<file path="config.mk">
export PLATFORM = sky130hd
export DESIGN_NAME = ubaBridge_flat
export DESIGN_NICKNAME = d
export VERILOG_FILES = /design/src/design/ksBusPkg.sv /design/src/design/ksDevPkg.sv /design/src/design/ksBusIf.sv /design/src/design/ubaBridge.sv /design/src/flat_wrapper.sv
export SDC_FILE = /design/constraint.sdc
export NUM_CORES = 1
export LEC_CHECK = 0
export BUFFER_PORTS_ARGS = -buffer_cell sky130_fd_sc_hd__buf_4
export CORE_ASPECT_RATIO = 0.75
export CORE_MARGIN = 2
export CORE_UTILIZATION = 45
export CTS_CLUSTER_SIZE = 10
export DETAILED_ROUTE_END_ITERATION = 8
export GPL_TIMING_DRIVEN = 1
export PLACE_DENSITY = 0.68
export SLEW_MARGIN = 30
export SYNTH_ARGS = -nofsm -noshare
export SYNTH_HDL_FRONTEND = slang
export SYNTH_SLANG_ARGS = --single-unit
</file>
<file path="constraint.sdc">
create_clock -name clk -period 10 [get_ports clk]
set_input_delay 1 -clock clk [delete_from_list [all_inputs] [get_ports clk]]
set_output_delay 1 -clock clk [all_outputs]
set_load 0.02 [all_outputs]
</file>
<file path="src/design/ksBusPkg.sv">
package ksBusPkg;

   ////////////////////
   // Word format
   ////////////////////

   localparam int wordWidth = 36;             // One KS10 word

   // Bit 0 is the MSB, KS10 numbering
   typedef logic [0:wordWidth-1] busWord_t;

   typedef enum logic
   {
      busRead  = 1'b0,
      busWrite = 1'b1
   } busOp_t;

   ////////////////////
   // Address flags
   ////////////////////

   localparam int flagPhysical = 8;           // Physical reference
   localparam int flagIoCycle  = 10;          // IO space, not memory
   localparam int flagWru      = 11;          // Who-Are-You cycle

   // IO address layout
   localparam int ioCtlHi = 14;               // Controller number MSB
   localparam int ioCtlLo = 17;               // Controller number LSB
   localparam int ioRegHi = 33;               // Register index MSB
   localparam int ioRegLo = 35;

   // Memory word index counts up from here toward bit 0
   localparam int memAddrLo = 35;

endpackage

</file>
<file path="src/design/ksDevPkg.sv">
package ksDevPkg;

   // Bus owner, listed in priority order
   typedef enum logic [2:0]
   {
      mstCsl,
      mstUba1,
      mstUba3,
      mstCpu,
      mstNone                                 // Bus free
   } masterId_t;

   typedef enum logic [1:0]
   {
      slvMem,
      slvUba1,
      slvUba3,
      slvNone                                 // Arbiter answers with zero
   } slaveId_t;

   // Main memory
   localparam int memWords   = 1024;
   localparam int memIdxBits = 10;            // log2 of memWords

   // Unibus adapters
   localparam int         ubaRegs = 8;        // Register bank depth
   localparam logic [3:0] uba1Num = 4'd1;
   localparam logic [3:0] uba3Num = 4'd3;

endpackage

</file>
<file path="src/design/ksBusIf.sv">
`timescale 1ns/100ps

interface ksBusIf;

   import ksBusPkg::*;

   // Request channel
   logic     reqValid;
   logic     reqReady;
   busOp_t   op;
   busWord_t addr;
   busWord_t wdata;                           // Ignored on reads

   // Response strobe, never held off
   logic     rspValid;
   busWord_t rdata;

   modport master
   (
      output reqValid,
      output op,
      output addr,
      output wdata,
      input  reqReady,
      input  rspValid,
      input  rdata
   );

   modport slave
   (
      input  reqValid,
      input  op,
      input  addr,
      input  wdata,
      output reqReady,
      output rspValid,
      output rdata
   );

endinterface

</file>
<file path="src/design/ubaBridge.sv">
`timescale 1ns/100ps

module ubaBridge
#(
   parameter logic [3:0] ubaNum = 4'd1        // Controller number
)
(
   input  logic              clk,
   input  logic              arstN,
   ksBusIf.slave             regBus,          // IO cycles from the arbiter
   ksBusIf.master            dmaBus,          // DMA toward memory
   input  logic              dmaValid,
   output logic              dmaReady,
   input  ksBusPkg::busOp_t   dmaOp,
   input  ksBusPkg::busWord_t dmaAddr,
   input  ksBusPkg::busWord_t dmaWdata,
   output logic              dmaRspValid,
   output ksBusPkg::busWord_t dmaRdata
);

   import ksBusPkg::*;
   import ksDevPkg::*;

   busWord_t                   regBank [ubaRegs];
   logic [$clog2(ubaRegs)-1:0] regIdx;
   logic                       regAccept;
   logic                       regRsp;       // Response due this cycle
   busWord_t                   regRdata;
   logic                       holdFull;
   logic                       holdSent;     // Request went out, awaiting rsp
   busOp_t                     holdOp;
   busWord_t                   holdAddr;
   busWord_t                   holdWdata;

   ////////////////////
   // Register port
   ////////////////////

   assign regIdx          = regBus.addr[ioRegHi:ioRegLo];
   assign regBus.reqReady = !regRsp;
   assign regAccept       = regBus.reqValid && regBus.reqReady;

   always_ff @(posedge clk or negedge arstN)
   begin
      if (!arstN)
      begin
         for (int i = 0; i < ubaRegs; i++)
            regBank[i] <= '0;
         regBank[0] <= busWord_t'(ubaNum);    // Identity register
         regRsp     <= 1'b0;
      end
      else
      begin
         if (regAccept && (regBus.op == busWrite))
            regBank[regIdx] <= regBus.wdata;
         regRsp <= regAccept;
      end
   end

   always_ff @(posedge clk)
   begin
      if (regAccept)
         regRdata <= regBank[regIdx];
   end

   assign regBus.rspValid = regRsp;
   assign regBus.rdata    = regRdata;

   ////////////////////
   // DMA path
   ////////////////////

   assign dmaReady = !holdFull;

   always_ff @(posedge clk or negedge arstN)
   begin
      if (!arstN)
      begin
         holdFull <= 1'b0;
         holdSent <= 1'b0;
      end
      else if (dmaValid && dmaReady)
         holdFull <= 1'b1;
      else if (dmaBus.rspValid)
      begin
         holdFull <= 1'b0;
         holdSent <= 1'b0;
      end
      else if (dmaBus.reqValid && dmaBus.reqReady)
         holdSent <= 1'b1;
   end

   // DMA only reaches memory, so strip the IO flags
   always_ff @(posedge clk)
   begin
      if (dmaValid && dmaReady)
      begin
         holdOp                <= dmaOp;
         holdAddr              <= dmaAddr;
         holdAddr[flagIoCycle] <= 1'b0;
         holdAddr[flagWru]     <= 1'b0;
         holdWdata             <= dmaWdata;
      end
   end

   assign dmaBus.reqValid = holdFull && !holdSent;
   assign dmaBus.op       = holdOp;
   assign dmaBus.addr     = holdAddr;
   assign dmaBus.wdata    = holdWdata;
   assign dmaRspValid     = dmaBus.rspValid;
   assign dmaRdata        = dmaBus.rdata;

   // Held request survives until its response
   aHoldStable: assert property (@(posedge clk) disable iff (!arstN)
      holdFull && !dmaBus.rspValid |=> holdFull && $stable(holdAddr) && $stable(holdOp));

   aOwnCtl: assert property (@(posedge clk) disable iff (!arstN)
      regAccept |-> regBus.addr[ioCtlHi:ioCtlLo] == ubaNum);

endmodule

</file>
<file path="src/flat_wrapper.sv">
// flat-port wrapper written by rule: the top's interface ports become plain ports
module ubaBridge_flat import ksBusPkg::*; import ksDevPkg::*;
#(
   parameter logic [3:0] ubaNum = 4'd1                            
)
  (clk, arstN, dmaValid, dmaReady, dmaOp, dmaAddr, dmaWdata, dmaRspValid, dmaRdata, regBus_reqValid, regBus_op, regBus_addr, regBus_wdata, regBus_reqReady, regBus_rspValid, regBus_rdata, dmaBus_reqValid, dmaBus_op, dmaBus_addr, dmaBus_wdata, dmaBus_reqReady, dmaBus_rspValid, dmaBus_rdata);
  ksBusIf regBus_i ();
  ksBusIf dmaBus_i ();
  input  logic clk;
  input  logic arstN;
  input  logic dmaValid;
  output logic dmaReady;
  input  ksBusPkg::busOp_t dmaOp;
  input  ksBusPkg::busWord_t dmaAddr;
  input  ksBusPkg::busWord_t dmaWdata;
  output logic dmaRspValid;
  output ksBusPkg::busWord_t dmaRdata;
  input wire logic [$bits(regBus_i.reqValid)-1:0] regBus_reqValid;
  input wire logic [$bits(regBus_i.op)-1:0] regBus_op;
  input wire logic [$bits(regBus_i.addr)-1:0] regBus_addr;
  input wire logic [$bits(regBus_i.wdata)-1:0] regBus_wdata;
  output wire logic [$bits(regBus_i.reqReady)-1:0] regBus_reqReady;
  output wire logic [$bits(regBus_i.rspValid)-1:0] regBus_rspValid;
  output wire logic [$bits(regBus_i.rdata)-1:0] regBus_rdata;
  output wire logic [$bits(dmaBus_i.reqValid)-1:0] dmaBus_reqValid;
  output wire logic [$bits(dmaBus_i.op)-1:0] dmaBus_op;
  output wire logic [$bits(dmaBus_i.addr)-1:0] dmaBus_addr;
  output wire logic [$bits(dmaBus_i.wdata)-1:0] dmaBus_wdata;
  input wire logic [$bits(dmaBus_i.reqReady)-1:0] dmaBus_reqReady;
  input wire logic [$bits(dmaBus_i.rspValid)-1:0] dmaBus_rspValid;
  input wire logic [$bits(dmaBus_i.rdata)-1:0] dmaBus_rdata;
  assign regBus_i.reqValid = regBus_reqValid;
  assign regBus_i.op = regBus_op;
  assign regBus_i.addr = regBus_addr;
  assign regBus_i.wdata = regBus_wdata;
  assign regBus_reqReady = regBus_i.reqReady;
  assign regBus_rspValid = regBus_i.rspValid;
  assign regBus_rdata = regBus_i.rdata;
  assign dmaBus_reqValid = dmaBus_i.reqValid;
  assign dmaBus_op = dmaBus_i.op;
  assign dmaBus_addr = dmaBus_i.addr;
  assign dmaBus_wdata = dmaBus_i.wdata;
  assign dmaBus_i.reqReady = dmaBus_reqReady;
  assign dmaBus_i.rspValid = dmaBus_rspValid;
  assign dmaBus_i.rdata = dmaBus_rdata;
  ubaBridge #(.ubaNum(ubaNum)) u_core (.clk(clk), .arstN(arstN), .regBus(regBus_i), .dmaBus(dmaBus_i), .dmaValid(dmaValid), .dmaReady(dmaReady), .dmaOp(dmaOp), .dmaAddr(dmaAddr), .dmaWdata(dmaWdata), .dmaRspValid(dmaRspValid), .dmaRdata(dmaRdata));
endmodule
</file>
# Yosys cells after proc, flatten, opt, wreduce, memory -nomap -nowiden
# Cells that the tools add are included.
# word_totals
ff_bits	398
input_bits	188
out_inout_bits	150
wordCells	41
# classes
order_cmp	2
muxes	10
bitwise	2
reduce_logical	12
# ops
op	count
$bwmux W288	1
$bmux W36 S3	1
$demux W36 S3	1
$mux W36	3
$logic_and A1 B1 Y1	6
$ge A4 B4 Y1 const B	1
$lt A4 B1 Y1 const B	1
$mux W1	4
$not A3 Y4	1
$reduce_bool A2 Y1	2
$logic_not A1 Y1	3
$reduce_and A2 Y1	1
$not A1 Y1	1

# Logic depth before layout (Yosys ltp)
# logic_depth
ltp_word	6
depth_mapped	6
ltp_nobuf	3

# Least setup slack after synthesis
# No wires, ideal clock.
# synth_path
kind	input to register
start	input port dmaValid
end	register u_core.holdAddr[0] (netlist: u_core.dmaBus.addr[0]), enable pin
setup_time_ns	0.512
arrival_time_ns	4.166
required_ns	9.488
setup_slack_ns	5.322
cell_stages	1
n_path_buf	0
path_cell_list	nor2b_1
# synth_via
elab_chain_len	1
# synth_lines
item	line_no	text
from (decl)	flat_wrapper.sv:11	input logic dmaValid;
$logic_and A1 B1 Y1	ubaBridge.sv:96	if (dmaValid && dmaReady)
to (signal assigned)	ubaBridge.sv:99	holdAddr <= dmaAddr;
to (decl)	ubaBridge.sv:32	busWord_t holdAddr;
# No other way between the ends.
# A chain may end at the register's enable or synchronous reset.

# Worst setup path in the final report
# layout_path
start	input port regBus_addr[0]
end	register u_core.regBank[98] (netlist name)
# layout_via
elab_chain_len	6
# layout_lines
item	line_no	text
from (decl)	flat_wrapper.sv:20	input wire logic [$bits(regBus_i.addr)-1:0] regBus_addr;
$not A3 Y4 (not written as such) (*)	ubaBridge.sv:55	regBank[regIdx] <= regBus.wdata;
$ge A4 B4 Y1 (not written as such) / $lt A4 B1 Y1 (equally long branches)	ubaBridge.sv:55	
$logic_and A1 B1 Y1 (not written as such)	ubaBridge.sv:55	
$mux W36 (not written as such)	ubaBridge.sv:55	
$demux W36 S3 (*)	ubaBridge.sv:55	
$bwmux W288 (*)	ubaBridge.sv:55	
to (signal, indexed assignment)	ubaBridge.sv:55	
to (decl)	ubaBridge.sv:24	busWord_t regBank [ubaRegs];
# Mark *: on every way between the ends. The rest lies on a longest branch, timed or not.

==> results.cfg <==
[run_status]
status = finished, final reports clean

[finish]
fin_area_sq_um = 19800
syn_to_final_growth_pct = 19.5
nets = 1305
drive_above_1_share_pct = 57.4

[yosys]
synth_top_family_by_area = multiplexers
avgSynthCellArea_sq_um = 18.2
synth_xor_area_share_pct = 0
synth_top_cell_by_area = dfrtp_1
synth_area_leaders = dfrtp_1 44%, edfxtp_1 19%, mux2_2 19%
syn-cell-area_sq_um = 16500
yosysWarnings = 0
synth_cells = 910
synth_compound_area_share_pct = 0.287
yosysSeqAreaShare_pct = 63.5
netlist.area_leader.share_pct = 43.9
synthSimpleGateAreaFrac_pct = 0.968
ys_types = 31
synth-seq-cells = 398
synthMuxAreaShare_pct = 31.7
synth-adder-area-share_pct = 0

[power_and_ir_drop]
pwr_density_cell_nw_per_um2 = 219
ir_drop_uv = 155
leakagePower_uw = 0.00852

[sta]
fmax_ghz = 0.335
hold_slack_ps = 459
period_minus_slack_ps = 2980
finalCritPeriodShare_pct = 29.8
setup_slack_ps = 7020
maxSlewViolCount = 0
relSlewSlack_pct = 42.3
hold_viol = 0
skew_ps = 20.5
rsz0062_at_grt = no
tightest_slew_ps = 865
tns_ps = 0
setup_viol = 0

[clocking]
hold_buffers = 0
clk_latency_ps = 540
cts_setup_buffers = 0
cts_tree = built
numClockSinks = 398
clock_path_buffers = 3
cts.htree.levels = 2
cts_root_buffer = clkbuf_16
clk_pin_slew_ps = 50
cts_resized = 0
cts_made_buffers = 45

[worst_setup_path]
rrSetupSlack_ps = 7500
critPathRequiredTime_ps = 10410
critPathCaptureType = flip-flop
critPathLaunchType = input pin
crit_fanout = 31
critical_path_class = input pin to flip-flop
cp.arrival_ps = 3390

[floorplan]
start_util_pct = 45.9
dieHeight_um = 170
die-area_sq_um = 38300
pin_count = 338
dieWidth_um = 225
rows = 60
core_sq_um = 36000

[placed_design]
dp_slack_ps = 6160
io_buffers = 228
place_congestion = 0.722
dp_hpwl_um = 21400
place_area_sq_um = 18400

[grt]
gr-usage-all-layers_pct = 19.2
antenna_found_initial = 1
grt_max_degree = 90
grt_pass1_wl_um = 56000
overflow = 0
grt_pass1_vias = 9371

[route]
via_count = 8699
avgViaCountPerCell = 5.39
wl_per_cell_um = 22.2
firstDrtPassIters = 4
routed_wl_um = 35800
detail_route.iter0.violations = 465
drc_errors = 0
ant_nets = 0

[hold_path]
min_path_type = input pin to asynchronous set/reset pin

[job]
cap_viol_max_count = 0
[sequential cells by signal, indices dropped and copies added, names as in the netlist]
name and flops:
u_core.holdFull 1, u_core.dmaBus.addr 34, u_core.regBus.rspValid 1, u_core.dmaBus.wdata 36, u_core.regBank 288, u_core.dmaBus.op 1
u_core.holdSent 1, u_core.regBus.rdata 36
[critical path: stages]
cell	delay [ps]
buf_4	490
nand4b_2	340
nor3_4	540
buf_6	240
buf_4	370
mux2_2	380
[layer usage]
| metal | wire length (um) | global-route usage, % | vias up |
|---|---|---|---|
| met5 | 0 | 0 | - |
| met4 | 745 | 5.41 | 0 |
| met3 | 1540 | 3.68 | 67 |
| met2 | 17200 | 30.5 | 169 |
| met1 | 16300 | 27.2 | 4661 |
| li1 | - | - | 3802 |
[through the flow]
stage                     power, uW  instances  utilization (%)
after floorplan                2650        911                -
after global placement         2840       1532             51.1
after detailed placement       2870       1532             51.1
after CTS                      4370       1609             54.7
after global routing           4540       1613             54.8
final                          4320       1613             54.8
[cell type report]
class                           instances  area, sq um
Fill cell                            2860        16300
Sequential cell                       398        10500
Multi-Input combinational cell        423         5480
Timing Repair Buffer                  246         1900
Clock buffer                           76         1280
Tap cell                              465          582
Inverter                                3         11.3
Clock inverter                          1         8.76
Antenna cell                            1         2.50
[kinds of logic after synthesis]
kind of cell | Yosys count
mux | 395
buf+inv | 90
flops | 398
compound gates | 7
other cells | 1
simple gates | 19
[cell usage in the layout (no fill, tap or decap), drive strengths merged, types with 2 or more instances in the layout]
master and count:
mux2 325, dfrtp 290, buf 246, edfxtp 107
clkbuf 76, mux4 70, nand2 5, inv 4
nor2 3, nor2b 3, nor3 2, conb 2
[cell usage after synthesis, drive strengths merged]
cell	number
mux2	325
dfrtp	290
edfxtp	107
buf	79
mux4	70
clkbuf	8
nand2	5
inv	3
nor2	3
nor2b	3
nor3	2
a21oi	1
a22oi	1
a31oi	1
a32oi	1
and2	1
and4bb	1
conb	1
dfstp	1
nand3	1
nand4b	1
nor3b	1
nor4bb	1
o211ai	1
o21ai	1
o21bai	1
[power by group]
part / total [uW] / switching [uW] / internal (uW) / leakage [uW]
clock network: 1480 / 618 / 866 / 0.000618
registers: 2150 / 143 / 2010 / 0.00466
logic: 686 / 264 / 423 / 0.00324
total: 4320 / 1030 / 3300 / 0.00852
[path summary, 6_finish.rpt]
kind                                             startpoint                              end  cells after the start
hold / removal                                        arstN  u_core.regBank[136]$_DFFE_PN0P_                      1
min in group clk            u_core.regBank[250]$_DFFE_PN0P_  u_core.regBank[250]$_DFFE_PN0P_                      1
max in group asynchronous                             arstN   u_core.regBank[43]$_DFFE_PN0P_                      2
setup / recovery                             regBus_addr[0]   u_core.regBank[98]$_DFFE_PN0P_                      6
setup reg to reg           u_core.regBus.rspValid$_DFF_PN0_   u_core.regBank[98]$_DFFE_PN0P_                      5
hold reg to reg             u_core.regBank[250]$_DFFE_PN0P_  u_core.regBank[250]$_DFFE_PN0P_                      1
(Power assumes the default switching activity.)
