<file path="config.mk">
export PLATFORM = sky130hd
export DESIGN_NAME = busArbiter_flat
export DESIGN_NICKNAME = d
export VERILOG_FILES = /design/src/design/ksBusPkg.sv /design/src/design/ksDevPkg.sv /design/src/design/ksBusIf.sv /design/src/design/busArbiter.sv /design/src/flat_wrapper.sv
export SDC_FILE = /design/constraint.sdc
export NUM_CORES = 1
export LEC_CHECK = 0
export BUFFER_PORTS_ARGS = -buffer_cell sky130_fd_sc_hd__buf_4
export CORE_AREA = 2 2 308 310
export DETAILED_ROUTE_END_ITERATION = 8
export DIE_AREA = 0 0 310 312
export HOLD_SLACK_MARGIN = 0.06
export PLACE_DENSITY = 0.3
export SLEW_MARGIN = 20
export SYNTH_ARGS = -nofsm -noshare
export SYNTH_HDL_FRONTEND = slang
export SYNTH_SLANG_ARGS = --single-unit
export TNS_END_PERCENT = 50
</file>
<file path="constraint.sdc">
create_clock -name clk -period 5.95 [get_ports clk]
set_input_delay 0.595 -clock clk [delete_from_list [all_inputs] [get_ports clk]]
set_output_delay 0.595 -clock clk [all_outputs]
set_load 0.05 [all_outputs]
</file>
<file path="src/design/ksBusPkg.sv">
package ksBusPkg;

   ////////////////////
   // Word format
   ////////////////////

   localparam int wordWidth = 36;             // One KS10 word

   // Bit 0 is the MSB, KS10 numbering
   typedef logic [0:wordWidth-1] busWord_t;

   typedef enum logic
   {
      busRead  = 1'b0,
      busWrite = 1'b1
   } busOp_t;

   ////////////////////
   // Address flags
   ////////////////////

   localparam int flagPhysical = 8;           // Physical reference
   localparam int flagIoCycle  = 10;          // IO space, not memory
   localparam int flagWru      = 11;          // Who-Are-You cycle

   // IO address layout
   localparam int ioCtlHi = 14;               // Controller number MSB
   localparam int ioCtlLo = 17;               // Controller number LSB
   localparam int ioRegHi = 33;               // Register index MSB
   localparam int ioRegLo = 35;

   // Memory word index counts up from here toward bit 0
   localparam int memAddrLo = 35;

endpackage

</file>
<file path="src/design/ksDevPkg.sv">
package ksDevPkg;

   // Bus owner, listed in priority order
   typedef enum logic [2:0]
   {
      mstCsl,
      mstUba1,
      mstUba3,
      mstCpu,
      mstNone                                 // Bus free
   } masterId_t;

   typedef enum logic [1:0]
   {
      slvMem,
      slvUba1,
      slvUba3,
      slvNone                                 // Arbiter answers with zero
   } slaveId_t;

   // Main memory
   localparam int memWords   = 1024;
   localparam int memIdxBits = 10;            // log2 of memWords

   // Unibus adapters
   localparam int         ubaRegs = 8;        // Register bank depth
   localparam logic [3:0] uba1Num = 4'd1;
   localparam logic [3:0] uba3Num = 4'd3;

endpackage

</file>
<file path="src/design/ksBusIf.sv">
`timescale 1ns/100ps

interface ksBusIf;

   import ksBusPkg::*;

   // Request channel
   logic     reqValid;
   logic     reqReady;
   busOp_t   op;
   busWord_t addr;
   busWord_t wdata;                           // Ignored on reads

   // Response strobe, never held off
   logic     rspValid;
   busWord_t rdata;

   modport master
   (
      output reqValid,
      output op,
      output addr,
      output wdata,
      input  reqReady,
      input  rspValid,
      input  rdata
   );

   modport slave
   (
      input  reqValid,
      input  op,
      input  addr,
      input  wdata,
      output reqReady,
      output rspValid,
      output rdata
   );

endinterface

</file>
<file path="src/design/busArbiter.sv">
`timescale 1ns/100ps

module busArbiter
(
   input logic    clk,
   input logic    arstN,
   ksBusIf.slave  cslBus,                     // Console, top priority
   ksBusIf.slave  uba1Bus,
   ksBusIf.slave  uba3Bus,
   ksBusIf.slave  cpuBus,                     // Lowest priority
   ksBusIf.master memBus,
   ksBusIf.master uba1Reg,
   ksBusIf.master uba3Reg
);

   import ksBusPkg::*;
   import ksDevPkg::*;

   typedef enum logic {arbIdle, arbBusy} arbState_t;

   arbState_t state;
   masterId_t grant;                          // Owner of the bus
   masterId_t nextGrant;                      // Priority pick
   slaveId_t  slaveSel;
   logic      pending;                        // Slave has not taken it yet
   logic      slvTaken;
   logic      respValid;
   busWord_t  respData;
   busOp_t    reqOp;
   busWord_t  reqAddr;
   busWord_t  reqWdata;

   // Memory, one of the adapters, or nobody
   function automatic slaveId_t decodeSlave(busWord_t a);
      logic [3:0] ctl;
      ctl = a[ioCtlHi:ioCtlLo];
      if (!a[flagIoCycle])
         return slvMem;
      if (a[flagWru])
         return slvNone;                      // WRU is never claimed
      if (ctl == uba1Num)
         return slvUba1;
      if (ctl == uba3Num)
         return slvUba3;
      return slvNone;
   endfunction

   ////////////////////
   // Arbitration
   ////////////////////

   always_comb
   begin
      if (cslBus.reqValid)
         nextGrant = mstCsl;
      else if (uba1Bus.reqValid)
         nextGrant = mstUba1;
      else if (uba3Bus.reqValid)
         nextGrant = mstUba3;
      else if (cpuBus.reqValid)
         nextGrant = mstCpu;
      else
         nextGrant = mstNone;
   end

   // Ready only to the winner, only when idle
   assign cslBus.reqReady  = (state == arbIdle) && (nextGrant == mstCsl);
   assign uba1Bus.reqReady = (state == arbIdle) && (nextGrant == mstUba1);
   assign uba3Bus.reqReady = (state == arbIdle) && (nextGrant == mstUba3);
   assign cpuBus.reqReady  = (state == arbIdle) && (nextGrant == mstCpu);

   // Capture the winning request
   always_ff @(posedge clk)
   begin
      if (state == arbIdle)
      begin
         case (nextGrant)
            mstCsl:
            begin
               reqOp    <= cslBus.op;
               reqAddr  <= cslBus.addr;
               reqWdata <= cslBus.wdata;
            end
            mstUba1:
            begin
               reqOp    <= uba1Bus.op;
               reqAddr  <= uba1Bus.addr;
               reqWdata <= uba1Bus.wdata;
            end
            mstUba3:
            begin
               reqOp    <= uba3Bus.op;
               reqAddr  <= uba3Bus.addr;
               reqWdata <= uba3Bus.wdata;
            end
            default:
            begin
               reqOp    <= cpuBus.op;
               reqAddr  <= cpuBus.addr;
               reqWdata <= cpuBus.wdata;
            end
         endcase
      end
   end

   assign slaveSel = decodeSlave(reqAddr);
   assign slvTaken = (memBus.reqValid & memBus.reqReady) |
                     (uba1Reg.reqValid & uba1Reg.reqReady) |
                     (uba3Reg.reqValid & uba3Reg.reqReady);

   always_ff @(posedge clk or negedge arstN)
   begin
      if (!arstN)
      begin
         state   <= arbIdle;
         grant   <= mstNone;
         pending <= 1'b0;
      end
      else if (state == arbIdle)
      begin
         if (nextGrant != mstNone)
         begin
            state   <= arbBusy;
            grant   <= nextGrant;
            pending <= 1'b1;
         end
      end
      else
      begin
         if (slvTaken)
            pending <= 1'b0;
         if (respValid)                       // Transaction done
         begin
            state   <= arbIdle;
            grant   <= mstNone;
            pending <= 1'b0;
         end
      end
   end

   ////////////////////
   // Slave side
   ////////////////////

   assign memBus.reqValid  = (state == arbBusy) && pending && (slaveSel == slvMem);
   assign uba1Reg.reqValid = (state == arbBusy) && pending && (slaveSel == slvUba1);
   assign uba3Reg.reqValid = (state == arbBusy) && pending && (slaveSel == slvUba3);

   assign memBus.op     = reqOp;
   assign memBus.addr   = reqAddr;
   assign memBus.wdata  = reqWdata;
   assign uba1Reg.op    = reqOp;
   assign uba1Reg.addr  = reqAddr;
   assign uba1Reg.wdata = reqWdata;
   assign uba3Reg.op    = reqOp;
   assign uba3Reg.addr  = reqAddr;
   assign uba3Reg.wdata = reqWdata;

   // Response path back toward the owner
   always_comb
   begin
      respValid = 1'b0;
      respData  = '0;                         // Zero for unclaimed cycles
      if (state == arbBusy)
      begin
         case (slaveSel)
            slvMem:
            begin
               respValid = memBus.rspValid;
               respData  = memBus.rdata;
            end
            slvUba1:
            begin
               respValid = uba1Reg.rspValid;
               respData  = uba1Reg.rdata;
            end
            slvUba3:
            begin
               respValid = uba3Reg.rspValid;
               respData  = uba3Reg.rdata;
            end
            default: respValid = 1'b1;        // Default responder
         endcase
      end
   end

   assign cslBus.rspValid  = respValid && (grant == mstCsl);
   assign uba1Bus.rspValid = respValid && (grant == mstUba1);
   assign uba3Bus.rspValid = respValid && (grant == mstUba3);
   assign cpuBus.rspValid  = respValid && (grant == mstCpu);
   assign cslBus.rdata     = respData;
   assign uba1Bus.rdata    = respData;
   assign uba3Bus.rdata    = respData;
   assign cpuBus.rdata     = respData;

   ////////////////////
   // Checks
   ////////////////////

   aOneReady: assert property (@(posedge clk) disable iff (!arstN)
      $onehot0({cslBus.reqReady, uba1Bus.reqReady, uba3Bus.reqReady, cpuBus.reqReady}));

   // Owner cannot change mid-transaction
   aGrantHeld: assert property (@(posedge clk) disable iff (!arstN)
      (state == arbBusy) && !respValid |=> $stable(grant));

   aNoStrayRsp: assert property (@(posedge clk) disable iff (!arstN)
      (state == arbIdle) |-> !(memBus.rspValid || uba1Reg.rspValid || uba3Reg.rspValid));

endmodule

</file>
<file path="src/flat_wrapper.sv">
// flat-port wrapper written by rule: the top's interface ports become plain ports
module busArbiter_flat import ksBusPkg::*; import ksDevPkg::*;
  (clk, arstN, cslBus_reqValid, cslBus_op, cslBus_addr, cslBus_wdata, cslBus_reqReady, cslBus_rspValid, cslBus_rdata, uba1Bus_reqValid, uba1Bus_op, uba1Bus_addr, uba1Bus_wdata, uba1Bus_reqReady, uba1Bus_rspValid, uba1Bus_rdata, uba3Bus_reqValid, uba3Bus_op, uba3Bus_addr, uba3Bus_wdata, uba3Bus_reqReady, uba3Bus_rspValid, uba3Bus_rdata, cpuBus_reqValid, cpuBus_op, cpuBus_addr, cpuBus_wdata, cpuBus_reqReady, cpuBus_rspValid, cpuBus_rdata, memBus_reqValid, memBus_op, memBus_addr, memBus_wdata, memBus_reqReady, memBus_rspValid, memBus_rdata, uba1Reg_reqValid, uba1Reg_op, uba1Reg_addr, uba1Reg_wdata, uba1Reg_reqReady, uba1Reg_rspValid, uba1Reg_rdata, uba3Reg_reqValid, uba3Reg_op, uba3Reg_addr, uba3Reg_wdata, uba3Reg_reqReady, uba3Reg_rspValid, uba3Reg_rdata);
  ksBusIf cslBus_i ();
  ksBusIf uba1Bus_i ();
  ksBusIf uba3Bus_i ();
  ksBusIf cpuBus_i ();
  ksBusIf memBus_i ();
  ksBusIf uba1Reg_i ();
  ksBusIf uba3Reg_i ();
  input logic clk;
  input logic arstN;
  input wire logic [$bits(cslBus_i.reqValid)-1:0] cslBus_reqValid;
  input wire logic [$bits(cslBus_i.op)-1:0] cslBus_op;
  input wire logic [$bits(cslBus_i.addr)-1:0] cslBus_addr;
  input wire logic [$bits(cslBus_i.wdata)-1:0] cslBus_wdata;
  output wire logic [$bits(cslBus_i.reqReady)-1:0] cslBus_reqReady;
  output wire logic [$bits(cslBus_i.rspValid)-1:0] cslBus_rspValid;
  output wire logic [$bits(cslBus_i.rdata)-1:0] cslBus_rdata;
  input wire logic [$bits(uba1Bus_i.reqValid)-1:0] uba1Bus_reqValid;
  input wire logic [$bits(uba1Bus_i.op)-1:0] uba1Bus_op;
  input wire logic [$bits(uba1Bus_i.addr)-1:0] uba1Bus_addr;
  input wire logic [$bits(uba1Bus_i.wdata)-1:0] uba1Bus_wdata;
  output wire logic [$bits(uba1Bus_i.reqReady)-1:0] uba1Bus_reqReady;
  output wire logic [$bits(uba1Bus_i.rspValid)-1:0] uba1Bus_rspValid;
  output wire logic [$bits(uba1Bus_i.rdata)-1:0] uba1Bus_rdata;
  input wire logic [$bits(uba3Bus_i.reqValid)-1:0] uba3Bus_reqValid;
  input wire logic [$bits(uba3Bus_i.op)-1:0] uba3Bus_op;
  input wire logic [$bits(uba3Bus_i.addr)-1:0] uba3Bus_addr;
  input wire logic [$bits(uba3Bus_i.wdata)-1:0] uba3Bus_wdata;
  output wire logic [$bits(uba3Bus_i.reqReady)-1:0] uba3Bus_reqReady;
  output wire logic [$bits(uba3Bus_i.rspValid)-1:0] uba3Bus_rspValid;
  output wire logic [$bits(uba3Bus_i.rdata)-1:0] uba3Bus_rdata;
  input wire logic [$bits(cpuBus_i.reqValid)-1:0] cpuBus_reqValid;
  input wire logic [$bits(cpuBus_i.op)-1:0] cpuBus_op;
  input wire logic [$bits(cpuBus_i.addr)-1:0] cpuBus_addr;
  input wire logic [$bits(cpuBus_i.wdata)-1:0] cpuBus_wdata;
  output wire logic [$bits(cpuBus_i.reqReady)-1:0] cpuBus_reqReady;
  output wire logic [$bits(cpuBus_i.rspValid)-1:0] cpuBus_rspValid;
  output wire logic [$bits(cpuBus_i.rdata)-1:0] cpuBus_rdata;
  output wire logic [$bits(memBus_i.reqValid)-1:0] memBus_reqValid;
  output wire logic [$bits(memBus_i.op)-1:0] memBus_op;
  output wire logic [$bits(memBus_i.addr)-1:0] memBus_addr;
  output wire logic [$bits(memBus_i.wdata)-1:0] memBus_wdata;
  input wire logic [$bits(memBus_i.reqReady)-1:0] memBus_reqReady;
  input wire logic [$bits(memBus_i.rspValid)-1:0] memBus_rspValid;
  input wire logic [$bits(memBus_i.rdata)-1:0] memBus_rdata;
  output wire logic [$bits(uba1Reg_i.reqValid)-1:0] uba1Reg_reqValid;
  output wire logic [$bits(uba1Reg_i.op)-1:0] uba1Reg_op;
  output wire logic [$bits(uba1Reg_i.addr)-1:0] uba1Reg_addr;
  output wire logic [$bits(uba1Reg_i.wdata)-1:0] uba1Reg_wdata;
  input wire logic [$bits(uba1Reg_i.reqReady)-1:0] uba1Reg_reqReady;
  input wire logic [$bits(uba1Reg_i.rspValid)-1:0] uba1Reg_rspValid;
  input wire logic [$bits(uba1Reg_i.rdata)-1:0] uba1Reg_rdata;
  output wire logic [$bits(uba3Reg_i.reqValid)-1:0] uba3Reg_reqValid;
  output wire logic [$bits(uba3Reg_i.op)-1:0] uba3Reg_op;
  output wire logic [$bits(uba3Reg_i.addr)-1:0] uba3Reg_addr;
  output wire logic [$bits(uba3Reg_i.wdata)-1:0] uba3Reg_wdata;
  input wire logic [$bits(uba3Reg_i.reqReady)-1:0] uba3Reg_reqReady;
  input wire logic [$bits(uba3Reg_i.rspValid)-1:0] uba3Reg_rspValid;
  input wire logic [$bits(uba3Reg_i.rdata)-1:0] uba3Reg_rdata;
  assign cslBus_i.reqValid = cslBus_reqValid;
  assign cslBus_i.op = cslBus_op;
  assign cslBus_i.addr = cslBus_addr;
  assign cslBus_i.wdata = cslBus_wdata;
  assign cslBus_reqReady = cslBus_i.reqReady;
  assign cslBus_rspValid = cslBus_i.rspValid;
  assign cslBus_rdata = cslBus_i.rdata;
  assign uba1Bus_i.reqValid = uba1Bus_reqValid;
  assign uba1Bus_i.op = uba1Bus_op;
  assign uba1Bus_i.addr = uba1Bus_addr;
  assign uba1Bus_i.wdata = uba1Bus_wdata;
  assign uba1Bus_reqReady = uba1Bus_i.reqReady;
  assign uba1Bus_rspValid = uba1Bus_i.rspValid;
  assign uba1Bus_rdata = uba1Bus_i.rdata;
  assign uba3Bus_i.reqValid = uba3Bus_reqValid;
  assign uba3Bus_i.op = uba3Bus_op;
  assign uba3Bus_i.addr = uba3Bus_addr;
  assign uba3Bus_i.wdata = uba3Bus_wdata;
  assign uba3Bus_reqReady = uba3Bus_i.reqReady;
  assign uba3Bus_rspValid = uba3Bus_i.rspValid;
  assign uba3Bus_rdata = uba3Bus_i.rdata;
  assign cpuBus_i.reqValid = cpuBus_reqValid;
  assign cpuBus_i.op = cpuBus_op;
  assign cpuBus_i.addr = cpuBus_addr;
  assign cpuBus_i.wdata = cpuBus_wdata;
  assign cpuBus_reqReady = cpuBus_i.reqReady;
  assign cpuBus_rspValid = cpuBus_i.rspValid;
  assign cpuBus_rdata = cpuBus_i.rdata;
  assign memBus_reqValid = memBus_i.reqValid;
  assign memBus_op = memBus_i.op;
  assign memBus_addr = memBus_i.addr;
  assign memBus_wdata = memBus_i.wdata;
  assign memBus_i.reqReady = memBus_reqReady;
  assign memBus_i.rspValid = memBus_rspValid;
  assign memBus_i.rdata = memBus_rdata;
  assign uba1Reg_reqValid = uba1Reg_i.reqValid;
  assign uba1Reg_op = uba1Reg_i.op;
  assign uba1Reg_addr = uba1Reg_i.addr;
  assign uba1Reg_wdata = uba1Reg_i.wdata;
  assign uba1Reg_i.reqReady = uba1Reg_reqReady;
  assign uba1Reg_i.rspValid = uba1Reg_rspValid;
  assign uba1Reg_i.rdata = uba1Reg_rdata;
  assign uba3Reg_reqValid = uba3Reg_i.reqValid;
  assign uba3Reg_op = uba3Reg_i.op;
  assign uba3Reg_addr = uba3Reg_i.addr;
  assign uba3Reg_wdata = uba3Reg_i.wdata;
  assign uba3Reg_i.reqReady = uba3Reg_reqReady;
  assign uba3Reg_i.rspValid = uba3Reg_rspValid;
  assign uba3Reg_i.rdata = uba3Reg_rdata;
  busArbiter u_core (.clk(clk), .arstN(arstN), .cslBus(cslBus_i), .uba1Bus(uba1Bus_i), .uba3Bus(uba3Bus_i), .cpuBus(cpuBus_i), .memBus(memBus_i), .uba1Reg(uba1Reg_i), .uba3Reg(uba3Reg_i));
endmodule
</file>
## Word-level counts from Yosys, hierarchy flattened

Index checks and enable logic that the tools add are counted.

| word-level totals | value |
|---|---|
| memories kept | 0 |
| logic and storage cells | 81 |
| memory bits (read-only) | 0 |
| flip-flop bits (word level) | 78 |
| bits of input ports | 412 |
| latch bits | 0 |
| output and inout bits | 374 |
| memory bits (writable) | 0 |

| cells by class | value |
|---|---|
| add/subtract/negate cells | 0 |
| eq/ne operators | 13 |
| div/mod/pow operators | 0 |
| reductions and logical operators | 18 |
| bitwise gates (word level) | 6 |
| multiply operators | 0 |
| shifts and indexed selects | 0 |
| magnitude comparators | 0 |
| muxes and demuxes | 38 |

Operators with widths:

| cell | count |
|---|---|
| 36-bit case mux with 3 select lines | 3 |
| 36-bit 2-to-1 mux | 1 |
| 3-bit 2-to-1 mux | 7 |
| 1-bit 2-to-1 mux | 17 |
| 2-bit 2-to-1 mux | 8 |
| 3-bit by 2-bit equality test with 1-bit output (second input constant) | 4 |
| 1-bit logical AND | 12 |
| 3-bit by 1-bit equality test with 1-bit output (second input constant) | 2 |
| 3-bit zero test | 2 |
| 3-bit inequality test (second input constant) | 2 |
| 1-bit case mux with 3 select lines | 2 |
| 4-bit by 1-bit equality test with 1-bit output (second input constant) | 1 |
| 4-bit by 2-bit equality test with 1-bit output (second input constant) | 1 |
| 2-bit AND reduction | 2 |
| 1-bit bitwise AND | 3 |
| 2-bit by 1-bit equality test with 1-bit output (second input constant) | 1 |
| 2-bit equality test (second input constant) | 1 |
| 2-bit zero test | 1 |
| 2-bit inequality test (second input constant) | 1 |
| 1-bit OR | 2 |
| 2-bit nonzero test | 1 |
| 1-bit NOT | 1 |

## Longest topological paths before layout

| logic depth | value |
|---|---|
| depth in word-level cells | 19 |
| depth in mapped cells | 6 |
| mapped depth without buffers | 3 |

## Worst setup path before layout

Ideal clock, no wire load.

| path | value |
|---|---|
| kind | reg2out |
| from | register u_core.state |
| to | output port uba3Bus_reqReady |
| slack | 2.500 ns |
| data required time | 5.355 ns |
| arrival | 2.855 ns |
| buffers on the path | 0 |
| stages on the path, launching flop included | 4 |
| path through | dfrtp_1 -> inv_1 -> nand3_1 -> nor2_1 |

| on the way | value |
|---|---|
| longest elaborated chain between the ends | 2 |

Ends and longest elaborated chain:

| item | line | RTL |
|---|---|---|
| from (decl) | busArbiter.sv:21 | `arbState_t state;` |
| from (signal assigned) | busArbiter.sv:115 | `state <= arbIdle;` |
| from (signal assigned) | busArbiter.sv:123 | `state <= arbBusy;` |
| from (signal assigned) | busArbiter.sv:134 | `state <= arbIdle;` |
| 1-bit NOT | busArbiter.sv:69 | `assign uba3Bus.reqReady = (state == arbIdle) && (nextGrant == mstUba3);` |
| 1-bit logical AND | busArbiter.sv:69 |  |
| to (decl) | flat_wrapper.sv:31 | `output wire logic [$bits(uba3Bus_i.reqReady)-1:0] uba3Bus_reqReady;` |

Every way passes these cells.

## Worst setup path after layout

| path | value |
|---|---|
| from | register u_core.reqAddr[21] (netlist: u_core.memBus.addr[21]) |
| to | output port cpuBus_rdata[35] |

| on the way | value |
|---|---|
| longest elaborated chain between the ends | 12 |
| elaborated cells between the ends (all ways) | 20 |
| classes of those cells | eq/ne: 4; mux: 15; reduce/logical: 1 |

Ends and longest elaborated chain:

| item | line | RTL |
|---|---|---|
| from (decl) | busArbiter.sv:30 | `busWord_t reqAddr;` |
| from (signal assigned) | busArbiter.sv:81 | `reqAddr <= cslBus.addr;` |
| from (signal assigned) | busArbiter.sv:87 | `reqAddr <= uba1Bus.addr;` |
| from (signal assigned) | busArbiter.sv:93 | `reqAddr <= uba3Bus.addr;` |
| 4-bit by 2-bit equality test with 1-bit output | busArbiter.sv:43 | `if (ctl == uba3Num)` |
| 1-bit 2-to-1 mux (2 in a row) | busArbiter.sv:43 |  |
| 1-bit 2-to-1 mux | busArbiter.sv:41 | `if (ctl == uba1Num)` |
| 1-bit 2-to-1 mux | busArbiter.sv:39 | `if (a[flagWru])` |
| 2-bit 2-to-1 mux | busArbiter.sv:45 | `return slvNone;` |
| 2-bit 2-to-1 mux (*) | busArbiter.sv:43 |  |
| 2-bit 2-to-1 mux (*) | busArbiter.sv:41 |  |
| 2-bit 2-to-1 mux (*) | busArbiter.sv:39 |  |
| 2-bit equality test, or another cell as far along | busArbiter.sv:166 | `case (slaveSel)` |
| 36-bit case mux with 3 select lines (*) | busArbiter.sv:166 |  |
| 36-bit 2-to-1 mux (*) | busArbiter.sv:164 | `if (state == arbBusy)` |
| to (decl) | flat_wrapper.sv:40 | `output wire logic [$bits(cpuBus_i.rdata)-1:0] cpuBus_rdata;` |

Mark *: on every way between the ends. The rest lies on a longest branch, timed or not. The select of a mux whose other input is x is not followed.

==> qor.yml <==
power:
  power.switching_uw: 2810
  share_of_power_burned_in_the_clock_network_pct: 12.9
  sw_frac_of_total_pct: 58.6
  static-leakage-power_uw: 0.00552
  comb_power_share_pct: 66.8
  p_int_uw: 1990
  report.power.total_uw: 4790
  p_per_area_mw_per_mm2: 373
  seqPwrFrac_pct: 20.3
  vdd_ir_drop_max_uv: 169
synth:
  ys_seq_elements: 78
  synth_area_per_cell_um2: 8.93
  netlist.area_leader.share_pct: 30.6
  syn_area_mm2: 0.00716
  yosys.cell_types.count: 37
  synth_flop_cell: "sky130_fd_sc_hd__edfxtp_1"
  synth-seq-area-share_pct: 32.4
  syn-instance-count: 802
  yosys-top-cells-area: "sky130_fd_sc_hd__edfxtp_1 (31%), sky130_fd_sc_hd__buf_4 (27%), sky130_fd_sc_hd__o22ai_1 (13%)"
  synthesis.nets: 1214
  most_frequent_cell_after_synthesis: "sky130_fd_sc_hd__buf_4"
  synth-edff-count: 73
  post_synth_most_frequent_cells: "sky130_fd_sc_hd__buf_4 (256), sky130_fd_sc_hd__o22ai_1 (148), sky130_fd_sc_hd__a21oi_1 (87)"
  synth_warnings: 0
  ys_async_sr_fraction_pct: 6.41
  synth_top_area_cell: "sky130_fd_sc_hd__edfxtp_1"
global_routing:
  grt_max_degree: 56
  gr-total-overflow: 0
  grt_pass1_vias: 7944
  global_route_wire_length_before_repair_mm: 62.3
  grt_antenna_before_repair: 6
  grt_use_total_pct: 9.25
timing:
  setup_violations: 0
  tightestPinTransition_ns: 0.741
  setup_slack_ns: 2.38
  final.min_clock_period_ns: 3.57
  maxSlewViolCount: 0
  finalHoldViolations: 0
  finalCritPeriodShare_pct: 60.0
  fin_skew_ns: 0.0122
  grt_setup_unrepaired: "false"
  timing.slew.headroom_pct: 50.6
  setup_tns_ns: 0
  timing.fmax_mhz: 280
floorplan:
  core.rowCount: 112
  fp.dieArea_mm2: 0.0967
  core_region_area_mm2: 0.0930
  design.portCount: 786
  initial_util_pct: 7.69
  die_w_um: 310
  die_height_um: 312
worst_setup_path:
  endpoint_kind: "primary output"
  cp_data_required_time_ns: 5.36
  critical_path.most_common_cell: "sky130_fd_sc_hd__buf_4"
  arrival_ns: 2.97
  critical_path.reg2reg.startpoint: "u_core.memBus.addr[19]"
  crit_type: "reg -> out"
  startpoint_type: "flip-flop"
  timing.critical_path.slowest_cell_delay_ns: 0.55
  r2r_end: "u_core.grant[0]"
  critPathSlowestCell: "sky130_fd_sc_hd__a21oi_1"
  worstRegToRegCells: 4
  crit_path_cell_trace: "nor4b_4, buf_4, buf_4, nand3_1, a21oi_1, buf_4"
  timing.critical_path.fanout_max: 27
  ff2ff_setup_slack_ns: 3.60
route:
  detail_route.iter0.violations: 355
  detail_route.wirelength_mm: 47.9
  avgRoutedWirePerCell_um: 18.7
  via_count: 7964
  drt_pass1_iterations: 4
  drc: 0
  detail-route-antenna-nets: 0
  viasPerCell: 3.10
min_path:
  number_of_cells_on_the_worst_hold_path: 3
  timing.hold.worst_endpoint: "u_core.state"
  min_path_type: "in -> reg"
  hp-start: "cpuBus_reqValid"
cells_and_area:
  share_of_the_core_filled_with_cells_pct: 13.8
  drive_above_1_share_pct: 68.2
  final_net_count: 1715
  synthToLayoutAreaGrowth_pct: 79.4
  post_layout_nonfiller_instances: 2565
clock_tree:
  clock_path_buffers: 2
  cts_root_buffer: "sky130_fd_sc_hd__clkbuf_16"
  post_cts_resized: 0
  cts.sink_count: 78
  path_clk_slew_ns: 0.09
  cts-buffers-inserted: 9
  tritoncts: "built"
  cts_htree_levels: 3
  later_pin_clock_latency_in_the_skew_report_ns: 0.38
place:
  dp_slack_ns: 2.70
  post-place-cells: 2545
  gp_congestion: 0.830
  portBuffers: 785
  dp_hpwl_mm: 39.7
run_status:
  status: "finished, final reports clean"
job:
  drv_cap: 0
## critical path, delay by kind of cell (launching register included)
family	cells	cell delay, ns
AO/OA/AOI/OAI	1	0.55
buffers and inverters	3	0.97
flip-flops	1	0.47
AND/OR/NAND/NOR	2	0.57
## routing by layer
layer  global-route usage (%)  routed length, µm
met4                     2.04                630
met3                     3.21               4250
met5                        0                 13
met2                     16.6              24500
met1                     10.5              18500
## layout make-up
type | count | area, µm²
inverter | 7 | 32.5
fill | 10700 | 80200
antenna | 3 | 7.51
sequential | 78 | 2320
multi-input combinational | 402 | 2570
timing repair buffer | 805 | 6060
tap | 1254 | 1570
clock inverter | 7 | 63.8
clock buffer | 9 | 225
## worst max path at each step
stage	startpoint	endpoint	slack [ns]
final	u_core.memBus.addr[21]	cpuBus_rdata[35]	2.38
after global routing	u_core.memBus.addr[21]	uba3Bus_rdata[0]	2.09
after CTS	u_core.memBus.addr[21]	uba3Bus_rdata[0]	2.23
after detailed placement	u_core.memBus.addr[21]	uba3Bus_rdata[0]	2.70
after global placement	u_core.memBus.addr[21]	cpuBus_rdata[0]	2.76
after floorplan	u_core.state	uba3Bus_reqReady	2.50
## timing repair
| item | 4_1_cts | 5_1_grt |
|---|---|---|
| setup buffers | 0 | 0 |
| endpoints found under the hold margin | 4 | 0 |
| hold buffers | 1 | 0 |
## cell families (layout without fill, tap and decap cells)
logic type / after synthesis / after routing / synth area share, %
muxes: 38 / 38 / 5.96
AOI/OAI and AO/OA: 268 / 268 / 23.0
buffers and inverters: 322 / 828 / 32.1
and+or+nand+nor: 96 / 96 / 6.59
DFF: 78 / 78 / 32.4
other: 0 / 3 / 0
## sequential cells by signal, summed over array words and instances, names as in the netlist
name                 count
u_core.memBus.op         1
u_core.memBus.wdata     36
u_core.state             1
u_core.pending           1
u_core.memBus.addr      36
u_core.grant             3
## power groups by stage
stage | logic, µW | registers (µW) | clock network (µW)
4_1_cts | 3240 | 981 | 676
3_3_place_gp | 3250 | 988 | 0
6_report | 3200 | 975 | 617
2_1_floorplan | 2140 | 1300 | 0
3_5_place_dp | 3240 | 987 | 0
5_1_grt | 3340 | 995 | 684
## placed cells by master (no fill, tap or decap), types with 6 or more instances in the layout
master                      netlist  routed
sky130_fd_sc_hd__a21oi_2         23      23
sky130_fd_sc_hd__nor3_1           6       6
sky130_fd_sc_hd__nand3_1         36      36
sky130_fd_sc_hd__nor2_1           6       6
sky130_fd_sc_hd__a21oi_1         87      87
sky130_fd_sc_hd__o22ai_1        148     148
sky130_fd_sc_hd__clkbuf_16        0       9
sky130_fd_sc_hd__edfxtp_1        73      73
sky130_fd_sc_hd__mux2_2          37      37
sky130_fd_sc_hd__nand2_1         38      38
sky130_fd_sc_hd__buf_4          256     803
## stage by stage
step | area, µm² | hold slack [ns]
final | 12800 | 0.564
after floorplan | 7160 | 0.299
after global routing | 12800 | 0.530
after detailed placement | 12500 | 0.422
after global placement | 12500 | 0.419
after CTS | 12800 | 0.510
(Power assumes the default switching activity.)
